--- src/design/cap_defines.svh ---
// ====================
// capability tag cache constants
// line geometry, tag-store base and bus ids
// ====================
`ifndef CAP_DEFINES_SVH
`define CAP_DEFINES_SVH

// one tag bit per 64-bit word, 256 words per line
`define CAP_LINE_W 256

`define CAP_SETS 1024	// direct mapped, one line per set

// top 16 MB of DRAM holds the tag bits that back the cache
`define CAP_TAG_BASE 32'h3F00_0000

`define CAP_CORE_NO 1	// core number carried in every transaction id
`define CAP_CHAN_ID 4	// channel number of the tag cache

`endif

--- src/design/bus_pkg.sv ---
// ====================
// split request/response bus types
// command codes, transaction id and the two directions of a transfer
// ====================
`include "cap_defines.svh"

package bus_pkg;

	// ====================
	// commands
	typedef enum logic [1:0] {
		CMD_NONE  = 2'd0,	// bus idle
		CMD_LOAD  = 2'd1,	// read a whole line
		CMD_STORE = 2'd2	// write a whole line
	} bus_cmd_e;

	// transaction id, tranid runs 1 to 15 and skips zero on wrap
	typedef struct packed {
		logic [5:0] core;
		logic [2:0] channel;
		logic [3:0] tranid;
	} bus_tranid_t;

	// ====================
	// request, held constant from cyc rising until the ack cycle
	typedef struct packed {
		logic cyc;	// transfer in progress
		logic we;	// store when set
		bus_cmd_e cmd;
		logic [31:0] adr;	// line aligned byte address
		logic [31:0] sel;	// byte lane enables of the line
		logic [`CAP_LINE_W-1:0] dat;	// store data
		bus_tranid_t tid;
	} bus_req_t;

	// response from the memory side
	typedef struct packed {
		logic ack;	// one cycle, ends the transfer
		bus_tranid_t tid;
		logic [`CAP_LINE_W-1:0] dat;	// load data
	} bus_resp_t;

endpackage

--- src/design/cap_pkg.sv ---
// ====================
// capability tag cache types
// address views, directory fields and controller states
// ====================
`include "cap_defines.svh"

package cap_pkg;

	typedef logic [$clog2(`CAP_SETS)-1:0] cap_index_t;	// directory set number
	typedef logic [10:0] cap_dtag_t;	// directory tag, address bits 31..21

	// data view of an address, one tag bit per 8 bytes
	typedef struct packed {
		cap_dtag_t tag;
		cap_index_t index;	// set holding the line of tags
		logic [7:0] word;	// tag bit within the line
		logic [2:0] byte_ofs;
	} cap_data_adr_t;

	// tag-store view, one line of tag store is 32 bytes
	// line_hi and index together give the DRAM line number adr[29:11]
	typedef struct packed {
		logic [7:0] area;	// 8'h3F inside the tag store
		logic [8:0] line_hi;	// directory tag is 2'b01 followed by this
		cap_index_t index;
		logic [4:0] byte_ofs;
	} cap_ts_adr_t;

	// the same 32-bit address read both ways
	typedef union packed {
		cap_data_adr_t data;
		cap_ts_adr_t ts;
	} cap_addr_u;

	// ====================
	typedef enum logic [2:0] {
		IDLE,	// lookups, tag updates and invalidations
		DUMP,	// issue the write-back of a modified line
		DUMP_ACK,
		LOAD,	// issue the line fill
		LOAD_ACK
	} cap_state_e;

endpackage

--- src/design/cap_cache.sv ---
// ====================
// tag cache controller
// lookup, tag update, invalidation, write-back and line fill over the bus
// ====================
`timescale 1ns/100ps
`include "cap_defines.svh"

module cap_cache (
	input logic clk,
	input logic rst,
	input logic [31:0] adr,	// held by the core until hit
	input logic wr,	// any write by the core
	input logic wr_tag,	// capability store
	input logic load_tags,	// read a 64-bit slice of tags
	input logic tagi,
	output logic hit,
	output logic tago,
	output logic [63:0] tagso,
	output bus_pkg::bus_req_t req,
	input bus_pkg::bus_resp_t resp,
	output cap_pkg::cap_index_t lk_index,	// directory lookup
	output cap_pkg::cap_dtag_t lk_tag,
	input logic ihit_raw,
	input logic mod,
	input cap_pkg::cap_dtag_t victim_tag,
	output logic fill,	// directory update
	output logic set_mod,
	output logic clr_mod,
	output logic inval,
	output cap_pkg::cap_index_t up_index,
	output cap_pkg::cap_dtag_t up_tag,
	output cap_pkg::cap_index_t rd_index,	// line RAM
	input logic [`CAP_LINE_W-1:0] rd_data,
	output logic wr_en,
	output cap_pkg::cap_index_t wr_index,
	output logic [`CAP_LINE_W-1:0] wr_data
);

	cap_pkg::cap_addr_u a;
	cap_pkg::cap_state_e state;
	bus_pkg::bus_tranid_t tid;	// id of the next command
	logic [31:0] adr_q;	// adr at the previous edge
	logic same_adr;
	logic is_dram, is_io, is_tag_area;
	logic ihit, pend;
	logic upd_go, inv_go, miss;
	logic [`CAP_LINE_W-1:0] merged;
	logic [31:0] victim_adr, load_adr;

	function automatic logic [3:0] next_tranid(input logic [3:0] t);
		return (t == 4'd15) ? 4'd1 : t + 4'd1;	// zero is never used
	endfunction

	// ====================
	// address decode
	assign a = adr;
	assign is_dram = adr[31:30] == 2'b01;
	assign is_io = !is_dram;	// I/O and anything else outside DRAM, tag always zero
	assign is_tag_area = a.ts.area == 8'h3F;	// backing store of this cache
	assign same_adr = adr == adr_q;

	assign lk_index = a.data.index;
	assign lk_tag = a.data.tag;
	assign rd_index = a.data.index;	// line of the set is always on rd_data
	assign ihit = is_io || (ihit_raw && state == cap_pkg::IDLE);

	// tag bit of the addressed word and its 64-bit group
	assign tago = is_io ? 1'b0 : rd_data[a.data.word];
	assign tagso = (is_io || !load_tags) ? 64'd0 : rd_data[{a.data.word[7:6], 6'd0} +: 64];

	// line with the addressed bit replaced by tagi
	always_comb begin
		merged = rd_data;
		merged[a.data.word] = tagi;
	end

	// core requests act only while hit belongs to the current adr
	assign upd_go = hit && same_adr && wr_tag && state == cap_pkg::IDLE;
	assign inv_go = hit && same_adr && wr && !wr_tag && is_tag_area &&
		state == cap_pkg::IDLE;
	assign miss = state == cap_pkg::IDLE && is_dram && !ihit_raw;

	// ====================
	// directory and RAM control
	assign fill = state == cap_pkg::LOAD_ACK && resp.ack;	// line arrives on the ack edge
	assign set_mod = upd_go;
	assign clr_mod = state == cap_pkg::DUMP;
	assign inval = inv_go;
	assign up_index = inv_go ? a.ts.index : a.data.index;
	assign up_tag = inv_go ? {2'b01, a.ts.line_hi} : a.data.tag;	// DRAM tags start 01

	assign wr_en = upd_go || fill;
	assign wr_index = a.data.index;
	assign wr_data = fill ? resp.dat : merged;

	// tag-store line of the line being replaced and of the missing line
	assign victim_adr = `CAP_TAG_BASE + {8'h00, victim_tag[8:0], a.data.index, 5'd0};
	assign load_adr = `CAP_TAG_BASE + {8'h00, adr[29:11], 5'd0};

	always_ff @(posedge clk)
		adr_q <= adr;

	// hit needs the lookup to pass at two edges in a row with adr unchanged
	always_ff @(posedge clk) begin
		if (rst) begin
			pend <= 1'b0;
			hit <= 1'b0;
		end else begin
			pend <= ihit;
			hit <= ihit && pend && same_adr;
		end
	end

	// ====================
	// miss sequencing
	always_ff @(posedge clk) begin
		if (rst) begin
			state <= cap_pkg::IDLE;
			req <= '0;
			tid.core <= 6'(`CAP_CORE_NO);
			tid.channel <= 3'(`CAP_CHAN_ID);
			tid.tranid <= 4'd1;
		end else begin
			case (state)
			cap_pkg::IDLE:
				if (miss)
					state <= mod ? cap_pkg::DUMP : cap_pkg::LOAD;	// dirty victim goes out first
			cap_pkg::DUMP: begin
				req.cyc <= 1'b1;
				req.we <= 1'b1;
				req.cmd <= bus_pkg::CMD_STORE;
				req.adr <= victim_adr;
				req.sel <= '1;
				req.dat <= rd_data;	// victim line, read address follows adr
				req.tid <= tid;
				tid.tranid <= next_tranid(tid.tranid);
				state <= cap_pkg::DUMP_ACK;
			end
			cap_pkg::DUMP_ACK:
				if (resp.ack) begin
					req.cyc <= 1'b0;
					req.we <= 1'b0;
					req.cmd <= bus_pkg::CMD_NONE;
					state <= cap_pkg::LOAD;
				end
			cap_pkg::LOAD: begin
				req.cyc <= 1'b1;
				req.we <= 1'b0;
				req.cmd <= bus_pkg::CMD_LOAD;
				req.adr <= load_adr;
				req.sel <= '1;
				req.tid <= tid;
				tid.tranid <= next_tranid(tid.tranid);
				state <= cap_pkg::LOAD_ACK;
			end
			cap_pkg::LOAD_ACK:
				if (resp.ack) begin	// fill strobes fire on this edge
					req.cyc <= 1'b0;
					req.cmd <= bus_pkg::CMD_NONE;
					state <= cap_pkg::IDLE;
				end
			default:
				state <= cap_pkg::IDLE;
			endcase
		end
	end

endmodule

--- config.mk ---
export PLATFORM = sky130hd
export DESIGN_NAME = cap_cache
export DESIGN_NICKNAME = d
export VERILOG_FILES = /design/src/design/bus_pkg.sv /design/src/design/cap_pkg.sv /design/src/design/cap_cache.sv
export VERILOG_INCLUDE_DIRS = /design/src /design/src/design
export SDC_FILE = /design/constraint.sdc
export NUM_CORES = 1
export LEC_CHECK = 0
export BUFFER_PORTS_ARGS = -buffer_cell sky130_fd_sc_hd__clkbuf_2
export CORE_AREA = 2 2 509 511
export CTS_BUF_LIST = sky130_fd_sc_hd__clkbuf_8
export DETAILED_ROUTE_END_ITERATION = 16
export DIE_AREA = 0 0 511 513
export SLEW_MARGIN = 0
export SYNTH_ARGS = -nofsm -noshare
export SYNTH_HDL_FRONTEND = slang
export SYNTH_SLANG_ARGS = --single-unit
export TNS_END_PERCENT = 100
--- constraint.sdc ---
create_clock -name clk -period 7.8 [get_ports clk]
set_clock_uncertainty 0.2 [all_clocks]
set_input_delay 1.56 -clock clk [delete_from_list [all_inputs] [get_ports clk]]
set_output_delay 1.56 -clock clk [all_outputs]
set_load 0.01 [all_outputs]
==> impl_results.md <==
- Outcome: finished clean
- Main synth FF type: dfxtp_1
- Critical Path RT: 6.04 ns
- Startpoint types: primary input
- Die ar.: 0.2621 mm²
- Setup crit end: tago
- CTS tree: built
- First-pass GRT wire length: 326,500 µm
- Worst-case reg-to-reg path depth: 6
- Worst Setup End Kind: primary output
- Flop pwr share: 31.8%
- Clock sink count: 325
- # setup viols final: 0
- Pwr Total: 5.549 mW
- Synthesized area: 0.02301 mm²
- Post-CTS setup buffer count: 0
- Minimum clock period: 6.733 ns
- Critical Path Start: adr[3]
- Clock Power Share: 40.0%
- H-tree depth: 3
- Post-synthesis xor/xnor area fraction: 1.256%
- Worst-margin pin slew: 1.147 ns
- Vias: 28,774
- Die H: 513 µm
- Routed WL: 269,100 µm
- Fmax: 148.5 MHz
- Final Hold Viols: 0
- Placeable Area: 0.2562 mm²
- Synth Instances: 3,031
- R2r setup slk: 4.20 ns
- Input/output buffers: 1,273
- Growth of design area from synthesis to finish: 50.27%
- Sw Share: 37.65%
- Rows: 186
- Post-synth EDFFs: 0
- WP data arrival: 4.97 ns
- Total GRT Usage: 19.71%
- Area leader, netlist: dfxtp_1
- Share of the synthesized area in the top cell type: 28.28%
- Synth area leaders: dfxtp_1 (28%), nand2_1 (13%), mux2i_1 (12%)
- Max-Cap Viols: 0
- Clock tree buffer depth: 3
- Vias/cell: 3.769
- HPWL Detailed: 228,300 µm
- Period utilization: 86.32%
- Starting Density: 8.979%
- Total CTS buffers: 71
- Most common cell in the netlist: nand2_1
- Cell-internal power: 3.460 mW
- Setup repair after global routing missed its margin: false
- Power density cells: 160.5 mW/mm²
- Setup tns final: 0 ns
- Adder-Cell Fraction of Synth Area: 0.05438%
- Ys async rst share: 0%
- Pin count of the biggest net entering global routing: 148
- Skew-Pair Late Insertion Delay: 0.78 ns
- Cell variety after synth: 58
- Worst VDD drop: 0.0001270 V
- Critical R2R Capture: req[236]
- Final nets: 4,708
- CTS root buffer: clkbuf_8
- Sequential element share of the synthesized area: 28.28%
- Placer congestion estimate: 0.8353
- Simple-gate share of the synthesized area: 22.09%
- Clock transition at path regs: 0.05 ns
- CP Max Fanout: 29
- Logic pwr share: 28.2%
- Vias in the first global route: 26,397
- CTS Hold Bufs: 0
- Most frequent cells after synthesis: nand2_1 (803), dfxtp_1 (325), a21oi_1 (309)
- Worst Hold Class: flop to flop
- Reg-to-Reg Start: state[2]
- Psw: 2.090 mW
- Largest family of logic cells by synthesized area: multiplexers
- ANT nets after route: 0
- Slew margin rel.: 21.36%
- Warnings from Yosys: 0
- Grt total ovfl: 0
- Die width: 511 µm
- Leakage power: 13.20 nW
- Ports: 1,303
- Mux contribution to synthesized area: 24.92%
- First-pass DRT Iterations: 5
- Complex-gate fraction of the synthesized area: 15.00%
- Final hold slack: 0.2520 ns
- Max Transition Viols Final: 0
- Initial drt markers: 2,482
- # resized after CTS: 0
- Syn Area/Cell: 7.591 µm²
- Layout cell share with drive strength beyond 1: 39.51%
- DR WL/cell: 35.25 µm
- Drc violations: 0
- Initial antenna violation count: 179
- Register bit total from synthesis: 325
- WS Path Type: primary input to primary output
-- per-layer routing --
metal	track usage (%)	wire, µm	vias to the layer above
met5	0	624	-
met3	10.52	33660	429
li1	-	-	12561
met1	21.88	102500	13836
met2	31.58	121500	1850
met4	7.471	10790	98
-- layout make-up --
type,count,area (µm²)
fill,29752,221700
multi-input combinational,2347,14700
timing repair buffer,1381,7376
sequential,325,6506
tap,3384,4234
clock buffer,84,1156
clock inverter,40,409.1
antenna,69,172.7
inverter,4,22.52
-- registers in the layout, indices dropped and copies added, names as in the netlist --
| signal | count |
|---|---|
| adr_q | 32 |
| pend | 1 |
| hit | 1 |
| req | 284 |
| tid | 4 |
| state | 3 |
-- power by group through the flow --
stage	sequential, mW	combinational, mW	clock (mW)
floorplan	1.82	0.597	0
global placement	1.80	1.60	0
detailed placement	1.80	1.60	0
CTS	1.76	1.60	2.31
global route	1.77	1.65	2.36
finish	1.77	1.56	2.22
-- worst min-delay path by stage --
stage | start | end | slack (ns) | cells after the start
final | req[187] | req[187] | 0.25 | 2
after global routing | pend | hit | 0.27 | 1
after CTS | req[235] | req[235] | 0.25 | 2
after detailed placement | req[94] | req[94] | 0.25 | 2
after global placement | pend | hit | 0.23 | 1
after floorplan | pend | hit | 0.23 | 1
-- critical path, cell delays in order --
cell and delay [ns]:
buf_4 0.53, mux4_1 0.81, mux2i_1 0.59, mux2i_1 0.19, a2111oi_2 0.38, nor4_1 0.09, o22a_1 0.33, clkbuf_2 0.28
-- logic make-up after synthesis --
family / after synthesis
adders and majority gates: 1
DFF: 325
AOI/OAI and AO/OA: 647
buffers and inverters: 372
muxes: 408
xor gates and xnor gates: 33
and+or+nand+nor: 1244
other: 1
-- layout by cell type, fill, tap and decap left out, types with 4 or more instances in the layout --
| cell type | count |
|---|---|
| conb_1 | 14 |
| mux4_2 | 116 |
| clkinv_2 | 9 |
| buf_4 | 98 |
| a21oi_1 | 309 |
| mux2i_1 | 265 |
| nand3_1 | 40 |
| buf_12 | 12 |
| nor4_1 | 10 |
| mux2_2 | 4 |
| nand2b_1 | 8 |
| nand4_1 | 7 |
| dfxtp_1 | 325 |
| clkbuf_8 | 84 |
| o21ai_0 | 263 |
| a211oi_1 | 11 |
| a22oi_1 | 6 |
| bufinv_16 | 8 |
| mux4_1 | 7 |
| a21o_1 | 28 |
| nor2_1 | 258 |
| clkinvlp_4 | 6 |
| xor2_1 | 33 |
| nand2_1 | 794 |
| clkbuf_2 | 1266 |
| diode_2 | 69 |
| nand2_2 | 9 |
| and2_1 | 7 |
| nor3_1 | 5 |
| inv_1 | 17 |
| o21bai_1 | 4 |
| a31oi_1 | 4 |
| and3_1 | 5 |
| nor2b_1 | 78 |
| mux2_4 | 16 |
| nand3_2 | 6 |
-- stage by stage --
| stage | worst slack (ns) | instances | utilization [%] | instance area (µm²) |
|---|---|---|---|---|
| 3_3_place_gp | 0.8982 | 7441 | 12.81 | 32840 |
| 3_5_place_dp | 0.8506 | 7441 | 12.81 | 32840 |
| 6_report | 1.067 | 7634 | 13.49 | 34570 |
| 5_1_grt | 0.8816 | 7587 | 13.45 | 34460 |
| 2_1_floorplan | 2.782 | 3044 | - | 23060 |
| 4_1_cts | 0.8517 | 7565 | 13.43 | 34400 |
Note: power is estimated with default switching activity, not from simulation.
